**src/cpu_pin_pkg.sv**
```systemverilog
// ~~~~~~~~~~~~~~~~~~~~~~~~~~~~~~~~~~~~~~~~~~~~~~~~~~~~~~~~~~~~
// cpu pin package
// opcodes, pin frame phases and the shared bus types
// ~~~~~~~~~~~~~~~~~~~~~~~~~~~~~~~~~~~~~~~~~~~~~~~~~~~~~~~~~~~~

package cpu_pin_pkg;

  // opcodes, any other value is a no-op
  localparam logic [7:0] op_load  = 8'd1;
  localparam logic [7:0] op_add   = 8'd2;
  localparam logic [7:0] op_store = 8'd3;
  localparam logic [7:0] op_jump  = 8'd4;
  localparam logic [7:0] op_halt  = 8'd5;

  // pin frame, phase 0 is idle
  localparam logic [3:0] frame_last = 4'd9;  // last read byte
  localparam logic [3:0] phase_flag = 4'd5;  // write flag on uo_out[0]

  // one bus access from the core
  typedef struct packed {
    logic        valid;  // level, held until done
    logic        write;
    logic [23:0] addr;   // word address
    logic [31:0] wdata;
  } bus_req_t;

  // instruction word layout
  typedef struct packed {
    logic [7:0]  opcode;
    logic [23:0] operand;  // data address or jump target
  } instr_t;

  // read word, used as an instruction on fetch
  // and as a plain value on execute
  typedef union packed {
    logic [31:0] data;
    instr_t      instr;
  } bus_word_u;

endpackage
```
**src/cpu_pin_top.sv**
```systemverilog
// ~~~~~~~~~~~~~~~~~~~~~~~~~~~~~~~~~~~~~~~~~~~~~~~~~~~~~~~~~~~~
// cpu pin tile top
// joins the cpu core to the pin bus bridge
// ~~~~~~~~~~~~~~~~~~~~~~~~~~~~~~~~~~~~~~~~~~~~~~~~~~~~~~~~~~~~
`timescale 1ns/1ns

module cpu_pin_top (
  input  logic       clk,
  input  logic       arst_n,
  input  logic       ena,     // tied high when powered
  input  logic [7:0] ui_in,
  output logic [7:0] uo_out,  // address bytes, then write flag
  input  logic [7:0] uio_in,  // read bytes
  output logic [7:0] uio_out, // write data bytes
  output logic [7:0] uio_oe
);

  import cpu_pin_pkg::*;

  bus_req_t  req;
  bus_word_u rdata;
  logic      done;

  cpu_core i_cpu_core (
    .clk    (clk),
    .arst_n (arst_n),
    .req    (req),
    .rdata  (rdata),
    .done   (done)
  );

  pin_bus_bridge i_pin_bus_bridge (
    .clk     (clk),
    .arst_n  (arst_n),
    .req     (req),
    .rdata   (rdata),
    .done    (done),
    .uo_out  (uo_out),
    .uio_out (uio_out),
    .uio_oe  (uio_oe),
    .uio_in  (uio_in)
  );

  // pins with no function in this tile
  logic unused_inputs;
  assign unused_inputs = &{ena, ui_in, 1'b0};

endmodule

```
**src/pin_bus_bridge.sv**
```systemverilog
// ~~~~~~~~~~~~~~~~~~~~~~~~~~~~~~~~~~~~~~~~~~~~~~~~~~~~~~~~~~~~
// pin bus bridge
// carries one bus access over the 8-bit pins in ten clocks
// ~~~~~~~~~~~~~~~~~~~~~~~~~~~~~~~~~~~~~~~~~~~~~~~~~~~~~~~~~~~~
`timescale 1ns/1ns

module pin_bus_bridge (
  input  logic                   clk,
  input  logic                   arst_n,
  input  cpu_pin_pkg::bus_req_t  req,
  output cpu_pin_pkg::bus_word_u rdata,
  output logic                   done,
  output logic [7:0]             uo_out,
  output logic [7:0]             uio_out,
  output logic [7:0]             uio_oe,
  input  logic [7:0]             uio_in
);

  import cpu_pin_pkg::*;

  logic [3:0]       phase;
  bus_req_t         req_q;     // request held for the frame
  logic [3:0][7:0]  cap_bytes; // read bytes, low byte first
  logic             start;
  logic [7:0]       oe_byte;

  // done blocks a restart of the request just served
  assign start   = (phase == 4'd0) && req.valid && !done;
  assign oe_byte = {8{req_q.write}};

  // phase counter and done strobe
  always_ff @(posedge clk or negedge arst_n) begin
    if (!arst_n) begin
      phase <= '0;
      done  <= 1'b0;
    end else begin
      done <= (phase == frame_last);
      if (phase == 4'd0) begin
        if (start) begin
          phase <= 4'd1;
        end
      end else if (phase == frame_last) begin
        phase <= 4'd0;
      end else begin
        phase <= phase + 4'd1;
      end
    end
  end

  // request copy, taken as the frame starts
  always_ff @(posedge clk) begin
    if (start) begin
      req_q <= req;
    end
  end

  // registered pins, each phase shows up one clock later
  always_ff @(posedge clk or negedge arst_n) begin
    if (!arst_n) begin
      uo_out  <= '0;
      uio_out <= '0;
      uio_oe  <= '0;
    end else begin
      uo_out  <= '0;
      uio_out <= '0;
      uio_oe  <= '0;
      case (phase)
        4'd1: begin
          uo_out  <= req_q.addr[7:0];
          uio_out <= req_q.wdata[7:0];
          uio_oe  <= oe_byte;
        end
        4'd2: begin
          uo_out  <= req_q.addr[15:8];
          uio_out <= req_q.wdata[15:8];
          uio_oe  <= oe_byte;
        end
        4'd3: begin
          uo_out  <= req_q.addr[23:16];
          uio_out <= req_q.wdata[23:16];
          uio_oe  <= oe_byte;
        end
        4'd4: begin
          uo_out  <= 8'h00;              // address is only 24 bits
          uio_out <= req_q.wdata[31:24];
          uio_oe  <= oe_byte;
        end
        phase_flag: uo_out <= {7'd0, req_q.write};
        default: ;
      endcase
    end
  end

  // read bytes shift in from the top, phases 6 to 9
  always_ff @(posedge clk) begin
    if (phase > phase_flag) begin
      cap_bytes <= {uio_in, cap_bytes[3:1]};
    end
  end

  assign rdata.data = cap_bytes;

endmodule

```
**src/cpu_core.sv**
```systemverilog
// ~~~~~~~~~~~~~~~~~~~~~~~~~~~~~~~~~~~~~~~~~~~~~~~~~~~~~~~~~~~~
// accumulator cpu core
// fetch and execute sequenced as single bus accesses
// ~~~~~~~~~~~~~~~~~~~~~~~~~~~~~~~~~~~~~~~~~~~~~~~~~~~~~~~~~~~~
`timescale 1ns/1ns

module cpu_core (
  input  logic                   clk,
  input  logic                   arst_n,
  output cpu_pin_pkg::bus_req_t  req,
  input  cpu_pin_pkg::bus_word_u rdata,
  input  logic                   done
);

  import cpu_pin_pkg::*;

  typedef enum logic [1:0] {
    st_fetch,
    st_exec,
    st_halt
  } state_t;

  state_t      state;
  logic [23:0] pc;
  logic [31:0] acc;
  instr_t      ir;      // instruction in execute
  instr_t      fetched; // word arriving on a fetch
  logic        is_data_op;

  assign fetched = rdata.instr;

  // only these three need a second frame
  always_comb begin
    case (fetched.opcode)
      op_load, op_add, op_store: is_data_op = 1'b1;
      default:                   is_data_op = 1'b0;
    endcase
  end

  // control state and accumulator
  always_ff @(posedge clk or negedge arst_n) begin
    if (!arst_n) begin
      state <= st_fetch;
      pc    <= '0;
      acc   <= '0;
    end else if (done) begin
      case (state)
        st_fetch: begin
          if (fetched.opcode == op_halt) begin
            state <= st_halt;
          end else if (fetched.opcode == op_jump) begin
            pc <= fetched.operand; // stays in fetch
          end else begin
            pc <= pc + 24'd1;
            if (is_data_op) begin
              state <= st_exec;
            end
          end
        end
        st_exec: begin
          case (ir.opcode)
            op_load: acc <= rdata.data;
            op_add:  acc <= acc + rdata.data; // wraps at 32 bits
            default: acc <= acc;              // store leaves acc alone
          endcase
          state <= st_fetch;
        end
        default: state <= st_halt; // halted until reset
      endcase
    end
  end

  // instruction register, loaded at the end of each fetch
  always_ff @(posedge clk) begin
    if (state == st_fetch && done) begin
      ir <= fetched;
    end
  end

  // request follows the state directly
  always_comb begin
    req = '0;
    case (state)
      st_fetch: begin
        req.valid = 1'b1;
        req.addr  = pc;
      end
      st_exec: begin
        req.valid = 1'b1;
        req.write = (ir.opcode == op_store);
        req.addr  = ir.operand;
        req.wdata = acc;
      end
      default: req = '0;  // no more frames
    endcase
  end

endmodule

```
**config.mk**
```make
export PLATFORM = sky130hd
export DESIGN_NAME = cpu_pin_top
export DESIGN_NICKNAME = d
export VERILOG_FILES = /design/src/cpu_pin_pkg.sv /design/src/cpu_pin_top.sv /design/src/pin_bus_bridge.sv /design/src/cpu_core.sv
export SDC_FILE = /design/constraint.sdc
export NUM_CORES = 1
export LEC_CHECK = 0
export BUFFER_PORTS_ARGS = -buffer_cell sky130_fd_sc_hd__buf_2
export CORE_MARGIN = 4
export CORE_UTILIZATION = 61
export DETAILED_ROUTE_END_ITERATION = 12
export PLACE_DENSITY = 0.78
export SYNTH_ARGS = -nofsm -noshare
export SYNTH_HDL_FRONTEND = slang
export SYNTH_SLANG_ARGS = --single-unit
export TNS_END_PERCENT = 10
```
**constraint.sdc**
```tcl
create_clock -name clk -period 4.21 [get_ports clk]
set_clock_uncertainty 0.15 [all_clocks]
set_input_delay 0.842 -clock clk [delete_from_list [all_inputs] [get_ports clk]]
set_output_delay 0.842 -clock clk [all_outputs]
set_load 0.03 [all_outputs]
```
==> results of run 1 <==
-- state kept, by name, indices dropped and copies added (netlist names), 2 cells and up --
name / count
i_pin_bus_bridge.rdata: 32
i_pin_bus_bridge.phase: 4
i_pin_bus_bridge.uo_out: 8
i_pin_bus_bridge.req_q: 56
i_cpu_core.acc: 32
i_cpu_core.state: 2
i_cpu_core.ir: 32
i_cpu_core.pc: 24
i_pin_bus_bridge.uio_out: 8
-- critical path, cell delays in order, from the launching register on --
cell and delay (ps):
edfxtp_1 440, ha_1 270, fa_1 420, a21oi_1 270, o211ai_1 170, nand3_1 130
and2_1 150, a21oi_1 160, a221o_1 420, a211oi_2 220, mux2i_1 200, nand3_1 80
-- worst max-delay path by stage --
stage | from | to
detailed placement | i_pin_bus_bridge.rdata[0] | i_cpu_core.acc[30]
CTS | i_pin_bus_bridge.rdata[0] | i_cpu_core.acc[30]
global placement | i_pin_bus_bridge.rdata[0] | i_cpu_core.acc[30]
finish | i_pin_bus_bridge.rdata[0] | i_cpu_core.acc[30]
floorplan | i_pin_bus_bridge.phase[2] | i_pin_bus_bridge.oe_byte[0]
global route | i_pin_bus_bridge.rdata[0] | i_cpu_core.acc[30]
-- cells in the final DEF (no fill, tap or decap), types with 16 or more instances in the layout --
cell / n
buf_2: 32
nand3_1: 24
nand2_1: 76
inv_1: 16
buf_4: 17
dfrtp_1: 80
o22ai_1: 20
mux2i_1: 25
and3_1: 17
edfxtp_1: 121
o21ai_0: 46
and2_1: 38
a21oi_1: 100
a22oi_1: 29
nor2_1: 101
clkbuf_16: 21
ha_1: 32
-- area by class of cell --
class | instances | share of cell area (%)
flip-flops and latches | 201 | 50.9
multi-input cells | 663 | 37.5
clock buffers | 28 | 5.08
repair buffers | 49 | 2.60
well taps | 216 | 2.44
clock inverters | 10 | 0.916
inverters | 16 | 0.543
-- stage by stage --
step	instance area (um2)	setup slack, ps	cells	utilization [%]	power, mW
after CTS	11100	1050	1183	68.9	6.66
after floorplan	10100	1280	936	-	4.29
after global routing	11100	843	1183	68.9	6.96
final	11100	1010	1183	68.9	6.63
after detailed placement	10400	1070	1145	64.8	4.85
after global placement	10400	1100	1145	64.8	4.79
-- report_power, final --
group | internal (mW) | switching [mW] | total (mW)
Sequential | 2.70 | 0.458 | 3.16
Clock | 1.06 | 0.739 | 1.80
Combinational | 0.561 | 1.11 | 1.67
Total | 4.32 | 2.31 | 6.63
-- synthesized netlist by cell type, drive strengths merged (4+ instances only) --
cell and n:
o21bai 7, and2 38, edfxtp 121, nor3 16, xor2 13, mux2i 25
nand2 76, xnor2 12, a31oi 8, dfrtp 80, nand4 5, nand2b 4
ha 32, clkbuf 29, o21a 8, o31ai 5, buf 27, o22ai 20
or2 4, nand3 24, a21oi 102, o21ai 52, nor2 104, mux2 9
and3 17, inv 16, a21o 14, a22oi 29
-- cell families after synthesis --
group | Yosys count
xor+xnor | 25
buf+inv | 72
mux | 34
compound gates | 266
fa+ha+maj | 33
simple gates | 305
flops | 201
-- routing by layer --
metal,vias up,part of all wire [%],global-route usage (%)
met2,272,47,41.5
li1,3451,-,-
met5,-,0,0
met4,0,2.9,8.04
met1,3527,43,34.7
met3,53,7.1,3.86
==> flow_metrics.env, run 1 <==
export IMPL_pin_count=43
export IMPL_clk_latency_ps=500
export IMPL_crit_type="flip-flop to flip-flop"
export IMPL_ir_worst_vdd_mv=0.390
export IMPL_std_cell_rows=46
export IMPL_routed_wl_mm=22.8
export IMPL_cap_violations=0
export IMPL_cts_sinks=201
export IMPL_fillers=1155
export IMPL_cts_tree="yes"
export IMPL_yosysTopAreaCellShare_pct=35.9
export IMPL_synth_top_flop_cell="edfxtp_1"
export IMPL_wl_per_cell_um=19.3
export IMPL_synth_top_family_by_area="compound AO/OA/AOI/OAI gates"
export IMPL_grt_pass1_vias=7032
export IMPL_synth_cells=936
export IMPL_slew_viol_final=0
export IMPL_regArea_um2=5640
export IMPL_p_per_area_nw_per_um2=599
export IMPL_seq_area_frac_synth_pct=55.7
export IMPL_antenna_found_initial=0
export IMPL_yosys_warnings=0
export IMPL_ys_seq_elements=201
export IMPL_start_util_pct=63.0
export IMPL_worst_pin_slew_ps=1160
export IMPL_portBuffers=33
export IMPL_ant_nets=0
export IMPL_min_period_over_period_pct=76.0
export IMPL_min_delay_path_class="input pin to async pin"
export IMPL_synth_distinct_cells=69
export IMPL_drtIter0Drc=673
export IMPL_overflow=0
export IMPL_arrival_ps=3430
export IMPL_syn_nets=988
export IMPL_finalSetupViolations=0
export IMPL_crit_fanout=4
export IMPL_hold_viol_final=0
export IMPL_clockRootBuffer="clkbuf_16"
export IMPL_yosys_mux_area_fraction_pct=3.51
export IMPL_grt_pass1_wl_mm=36.7
export IMPL_avgSynthCellArea_um2=10.8
export IMPL_synth_xor_area_share_pct=2.16
export IMPL_yosys_area_share_simple_pct=14.6
export IMPL_cts_resized=0
export IMPL_r2r_slack_ps=1010
export IMPL_drc=0
export IMPL_r2r_start="i_pin_bus_bridge.rdata[0]"
export IMPL_slew_headroom_pct=22.3
export IMPL_finalNetCount=1004
export IMPL_ys_async_sr_fraction_pct=39.8
export IMPL_synthAdderAreaFrac_pct=4.15
export IMPL_worst_setup_path_end_kind="flip-flop"
export IMPL_vias_per_cell=6.17
export IMPL_required_ps=4440
export IMPL_multi_input_comb_area_um2=4150
export IMPL_path_clk_slew_ps=60
export IMPL_die_w_um=137
export IMPL_h_tree_depth=1
export IMPL_synth_area_um2=10100
export IMPL_synth_edf_count=121
export IMPL_vias=7303
export IMPL_grt_max_degree=61
export IMPL_cts_made_buffers=21
export IMPL_synth_compound_gate_area_share_pct=16.6
export IMPL_drtPass1Iterations=6
export IMPL_rsz0062_at_grt="false"
export IMPL_coreArea_um2=16100
export IMPL_antennaDiodeCount=0
export IMPL_layout_drive_gt1_share_pct=11.6
export IMPL_area_growth_syn_to_layout_pct=9.36
export IMPL_r2r_cells=11
export IMPL_clk_path_buf_depth=3
export IMPL_fmax_ghz=0.312
export IMPL_hold_ws_ps=269
export IMPL_final_setup_tns_ps=0
export IMPL_dp_hpwl_mm=15.8
export IMPL_grtUsageTotal_pct=25.2
export IMPL_run_status="finished, final reports clean"
export IMPL_cts_setup_buffers=0
export IMPL_timing_final_crit_period_ps=3200
export IMPL_power_leakage_nw=4.57
export IMPL_die_y_um=137
export IMPL_r2r_end="i_cpu_core.acc[30]"
export IMPL_startpoint_type="flip-flop"
export IMPL_synth_top_area_cell="edfxtp_1"
export IMPL_fp_dieArea_um2=18700
export IMPL_cts_hold_buffers=0
export IMPL_synth_area_leaders="edfxtp_1 (36%), dfrtp_1 (20%), a21oi_1 (4.9%)"
export IMPL_gp_congestion=0.910
Power figures use the tool's default switching activity.
==> inputs of run 2 (changes only) <==
==> constraint.sdc (replaced) <==
create_clock -name clk -period 3.2 [get_ports clk]
set_clock_uncertainty 0.15 [all_clocks]
set_input_delay 0.64 -clock clk [delete_from_list [all_inputs] [get_ports clk]]
set_output_delay 0.64 -clock clk [all_outputs]
set_load 0.03 [all_outputs]
==> run 2 against run 1 <==
  * Largest power group unchanged
  * Cell area increased by 1.5%
  * Sequential power increased by 28%
  * First-iteration DRC count decreased by 6.2%
  * Critical path type unchanged
  * Clock power increased by 37%
  * Total power increased by 34%
  * Non-clock buffer count increased by 13
  * Largest cell class unchanged
==> flow_metrics.env, run 2 (synthesized netlist as in run 1, its figures left out) <==
export IMPL_run_status="finished, final reports clean"
export IMPL_r2r_cells=11
export IMPL_cts_tree="yes"
export IMPL_worst_pin_slew_ps=1080
export IMPL_gp_congestion=0.987
export IMPL_fmax_ghz=0.329
export IMPL_vias_per_cell=6.10
export IMPL_pin_count=43
export IMPL_final_common_cell="edfxtp_1"
export IMPL_h_tree_depth=1
export IMPL_die_w_um=137
export IMPL_pwr_share_comb_pct=26.9
export IMPL_hold_viol_final=0
export IMPL_finalSetupViolations=0
export IMPL_ir_worst_vdd_mv=0.611
export IMPL_pwr_share_seq_pct=45.5
export IMPL_path_clk_slew_ps=60
export IMPL_power_leakage_nw=4.65
export IMPL_grt_max_degree=81
export IMPL_worstSetupStartpoint="i_pin_bus_bridge.rdata[0]"
export IMPL_clkPwrFrac_pct=27.6
export IMPL_cts_made_buffers=22
export IMPL_drtPass1Iterations=5
export IMPL_hold_ws_ps=171
export IMPL_fp_dieArea_um2=18700
export IMPL_min_delay_path_class="input pin to flip-flop"
export IMPL_overflow=0
export IMPL_r2r_end="i_cpu_core.acc[30]"
export IMPL_finalNetCount=1018
export IMPL_drtIter0Drc=631
export IMPL_min_period_over_period_pct=95.0
export IMPL_hp_start="uio_in[6]"
export IMPL_worst_slack_ps=161
export IMPL_grtUsageTotal_pct=25.7
export IMPL_cp_endpoint="i_cpu_core.acc[30]"
export IMPL_cts_sinks=201
export IMPL_wl_per_cell_um=19.4
export IMPL_required_ps=3420
export IMPL_startpoint_type="flip-flop"
export IMPL_crit_fanout=4
export IMPL_die_y_um=137
export IMPL_cap_violations=0
export IMPL_clk_path_buf_depth=3
export IMPL_timing_final_crit_period_ps=3040
export IMPL_crit_type="flip-flop to flip-flop"
export IMPL_antennaDiodeCount=0
export IMPL_p_per_area_nw_per_um2=793
export IMPL_finalInstanceArea_um2=11200
export IMPL_most_common_layout_cells="edfxtp_1 (121), nor2_1 (101), a21oi_1 (99)"
export IMPL_place_area_um2=10500
export IMPL_p_switching_mw=3.07
export IMPL_portBuffers=33
export IMPL_dp_cells=1158
export IMPL_r2r_start="i_pin_bus_bridge.rdata[0]"
export IMPL_start_util_pct=63.0
export IMPL_worst_setup_path_end_kind="flip-flop"
export IMPL_slew_viol_final=0
export IMPL_dp_slack_ps=189
export IMPL_coreArea_um2=16100
export IMPL_clk_latency_ps=500
export IMPL_std_cell_rows=46
export IMPL_largest_register_ffs=56
export IMPL_dp_hpwl_mm=15.8
export IMPL_vias=7303
export IMPL_layout_drive_gt1_share_pct=12.9
export IMPL_drc=0
export IMPL_final_setup_tns_ps=0
export IMPL_routed_wl_mm=23.3
export IMPL_ant_nets=0
export IMPL_area_growth_syn_to_layout_pct=11.0
export IMPL_grt_pass1_wl_mm=37.4
export IMPL_fin_cells=1198
export IMPL_top_register="i_pin_bus_bridge.req_q"
export IMPL_intPower_mw=5.84
export IMPL_antenna_found_initial=1
export IMPL_slew_headroom_pct=28.0
export IMPL_arrival_ps=3260
export IMPL_grt_pass1_vias=6896
export IMPL_r2r_slack_ps=160
export IMPL_clockRootBuffer="clkbuf_16"
export IMPL_swShare_pct=34.5
==> run 2: cell types whose count changed in the layout (fill, tap and decap cells not counted), moves of 3 or more <==
cell | previous run | this run
clkinv_2 | 5 | 2
clkbuf_1 | 6 | 1
buf_4 | 17 | 29
clkinv_1 | 2 | 8
==> run 2: power groups by stage <==
stage                     combinational (mW)  sequential (mW)  clock, mW
after floorplan                         1.59             4.06          0
after global placement                  2.33             4.08          0
after detailed placement                2.37             4.10          0
after CTS                               2.39             4.05       2.49
after global routing                    2.62             4.12       2.61
final                                   2.39             4.05       2.46
==> run 2: layer usage <==
metal / GRT usage (%) / wire length (um) / part of all wire (%)
met4: 8.09 / 801 / 3.4
met5: 0 / 0 / 0
met1: 37.0 / 9930 / 43
met3: 3.79 / 1700 / 7.3
met2: 40.9 / 10800 / 47
==> run 2: area by class of cell <==
class                           instances  area, um2
Fill cell                            1188       4830
Tap cell                              216        270
Multi-Input combinational cell        663       4150
Timing Repair Buffer                   62        398
Clock buffer                           25        582
Inverter                               16       60.1
Clock inverter                         15        133
Sequential cell                       201       5640
==> run 2: timing repair <==
| action | 4_1_cts | 5_1_grt |
|---|---|---|
| setup buffers | 0 | 0 |
| setup endpoints to repair | 0 | 1 |
| hold buffers | 0 | 0 |
| gates resized for setup | 0 | 1 |
==> run 2: critical path, stage by stage (launching register included) <==
cell and delay (ps):
edfxtp_1 430, ha_1 260, fa_1 440, a21oi_2 180
o211ai_1 160, nand3_1 150, and2_1 150, a21oi_1 100
a221o_1 380, a211oi_2 230, mux2i_1 210, nand3_1 80
==> run 2: through the flow <==
step | power, mW | utilization, %
2_1_floorplan | 5.65 | -
3_3_place_gp | 6.41 | 65.5
3_5_place_dp | 6.47 | 65.5
4_1_cts | 8.93 | 69.9
5_1_grt | 9.35 | 69.9
6_report | 8.91 | 69.9
==> run 2: worst min path at each step <==
stage	to	slack, ps	depth (start not counted)
after floorplan	i_cpu_core.acc[0]	190	0
after global placement	i_pin_bus_bridge.uo_out[1]	320	2
after detailed placement	i_pin_bus_bridge.uo_out[1]	350	2
after CTS	i_pin_bus_bridge.rdata[30]	160	1
after global routing	i_pin_bus_bridge.rdata[28]	160	1
final	i_pin_bus_bridge.rdata[30]	170	1
==> inputs of run 3 (changes only) <==
--- a/config.mk
+++ b/config.mk
@@ -10,6 +10,7 @@
 export CORE_UTILIZATION = 61
 export DETAILED_ROUTE_END_ITERATION = 12
 export PLACE_DENSITY = 0.78
+export REMOVE_ABC_BUFFERS = 1
 export SYNTH_ARGS = -nofsm -noshare
 export SYNTH_HDL_FRONTEND = slang
 export SYNTH_SLANG_ARGS = --single-unit
==> run 3 against run 2 <==
  * Sequential share of layout area decreased by 0.53 points
  * Total power increased by 2.7%
  * Setup slack got worse by 17 ps
  * Critical endpoint unchanged
  * Die area unchanged
  * Sequential power decreased by 1%
  * Via count increased by 0.55%
==> flow_metrics.env, run 3 (synthesized netlist as in run 1, its figures left out) <==
export IMPL_drtIter0Drc=705
export IMPL_cts_made_buffers=22
export IMPL_wl_per_cell_um=19.7
export IMPL_most_common_layout_cells="edfxtp_1 (121), nor2_1 (101), a21oi_1 (99)"
export IMPL_clockRootBuffer="clkbuf_16"
export IMPL_antennaDiodeCount=0
export IMPL_met1_length_mm=9.82
export IMPL_worst_path_largest_cell_delay_ps=440
export IMPL_start_util_pct=63.0
export IMPL_slew_viol_final=0
export IMPL_antenna_found_initial=0
export IMPL_fin_cells=1208
export IMPL_vias_per_cell=6.08
export IMPL_vias=7343
export IMPL_gp_congestion=0.924
export IMPL_h_tree_depth=1
export IMPL_fmax_ghz=0.327
export IMPL_min_period_over_period_pct=95.5
export IMPL_p_per_area_nw_per_um2=806
export IMPL_finalSetupViolations=0
export IMPL_dp_cells=1168
export IMPL_overflow=0
export IMPL_clk_path_buf_depth=3
export IMPL_dp_hpwl_mm=16.6
export IMPL_drc=0
export IMPL_cp_endpoint="i_cpu_core.acc[30]"
export IMPL_place_area_um2=10600
export IMPL_grt_max_degree=47
export IMPL_layout_drive_gt1_share_pct=14.0
export IMPL_path_depth=11
export IMPL_cts_tree="yes"
export IMPL_min_delay_path_class="input pin to flip-flop"
export IMPL_portBuffers=33
export IMPL_hold_viol_final=0
export IMPL_critical_path_top_delay_family="compound AO/OA/AOI/OAI gates"
export IMPL_worst_pin_slew_ps=1060
export IMPL_std_cell_rows=46
export IMPL_largest_register_ffs=56
export IMPL_coreArea_um2=16100
export IMPL_worst_slack_ps=144
export IMPL_slew_headroom_pct=29.1
export IMPL_area_growth_syn_to_layout_pct=12.2
export IMPL_top_register="i_pin_bus_bridge.req_q"
export IMPL_cap_violations=0
export IMPL_required_ps=3430
export IMPL_crit_fanout=4
export IMPL_dr_wl_met3_mm=1.69
export IMPL_pin_count=43
export IMPL_run_status="finished, final reports clean"
export IMPL_fillers=1086
export IMPL_clk_latency_ps=500
export IMPL_r2r_start="i_cpu_core.acc[0]"
export IMPL_path_clk_slew_ps=60
export IMPL_cts_sinks=201
export IMPL_grt_pass1_wl_mm=38.0
export IMPL_power_leakage_nw=4.72
export IMPL_path_buf_inv=0
export IMPL_wl_met2_mm=11.5
export IMPL_final_common_cell="edfxtp_1"
export IMPL_dp_slack_ps=107
export IMPL_route_top_layer_used="met4"
export IMPL_finalNetCount=1029
export IMPL_startpoint_type="flip-flop"
export IMPL_die_w_um=137
export IMPL_fp_dieArea_um2=18700
export IMPL_cp_cell_sequence="ha_1, fa_1, a21oi_2, o211ai_1, nand3_1, and2_1, a21oi_1, a221o_1, a211oi_2, mux2i_1, nand3_1"
export IMPL_timing_final_crit_period_ps=3060
export IMPL_cts_setup_buffers=0
export IMPL_crit_path_top_delay_cell="fa_1"
export IMPL_die_y_um=137
export IMPL_finalInstanceArea_um2=11400
export IMPL_worstSetupStartpoint="i_cpu_core.acc[0]"
export IMPL_ant_nets=0
export IMPL_crit_type="flip-flop to flip-flop"
export IMPL_r2r_cells=11
export IMPL_arrival_ps=3290
export IMPL_worst_setup_path_end_kind="flip-flop"
export IMPL_ir_worst_vdd_mv=0.568
export IMPL_rsz0062_at_grt="false"
export IMPL_grt_pass1_vias=7037
export IMPL_drtPass1Iterations=5
export IMPL_routed_wl_mm=23.8
export IMPL_grtUsageTotal_pct=26.2
export IMPL_hp_start="uio_in[1]"
export IMPL_r2r_slack_ps=140
export IMPL_crit_path_frequent_cell="nand3_1"
export IMPL_r2r_end="i_cpu_core.acc[30]"
export IMPL_power_mw=9.15
run 3: area by class of cell:
cell class	count	area (um2)	area share (%)
multi-input combinational	663	4150	36.6
clock inverter	7	97.6	0.860
timing repair buffer	73	495	4.36
tap	216	270	2.38
sequential	201	5640	49.6
clock buffer	32	639	5.63
inverter	16	60.1	0.529
run 3: through the flow:
stage,TNS [ps],hold WS [ps],util [%]
2_1_floorplan,-13950,194,-
3_3_place_gp,0,329,66.0
3_5_place_dp,0,336,66.0
4_1_cts,0,148,70.7
5_1_grt,0,149,70.7
6_report,0,163,70.7
run 3: metal layers:
metal / vias up / GRT usage [%]
met5: - / 0
met4: 0 / 8.31
met3: 47 / 3.38
met2: 290 / 43.8
met1: 3523 / 35.9
li1: 3483 / -
run 3: what timing repair did:
action	CTS	global route
resized for setup	0	1
hold endpoints to repair	34	0
endpoints found under the setup margin	0	1
hold buffers	1	0
run 3: worst min path at each step:
| stage | slack (ps) | endpoint | cells past startpoint |
|---|---|---|---|
| 2_1_floorplan | 190 | i_cpu_core.acc[0] | 0 |
| 3_3_place_gp | 330 | i_pin_bus_bridge.uo_out[1] | 2 |
| 3_5_place_dp | 340 | i_pin_bus_bridge.uo_out[1] | 2 |
| 4_1_cts | 150 | i_pin_bus_bridge.rdata[25] | 1 |
| 5_1_grt | 150 | i_pin_bus_bridge.rdata[24] | 1 |
| 6_report | 160 | i_pin_bus_bridge.rdata[25] | 1 |
run 3: report_power, final:
group	internal (mW)	total (mW)	switching [mW]
clock network	1.56	2.54	0.989
logic	0.904	2.61	1.71
registers	3.54	4.00	0.453
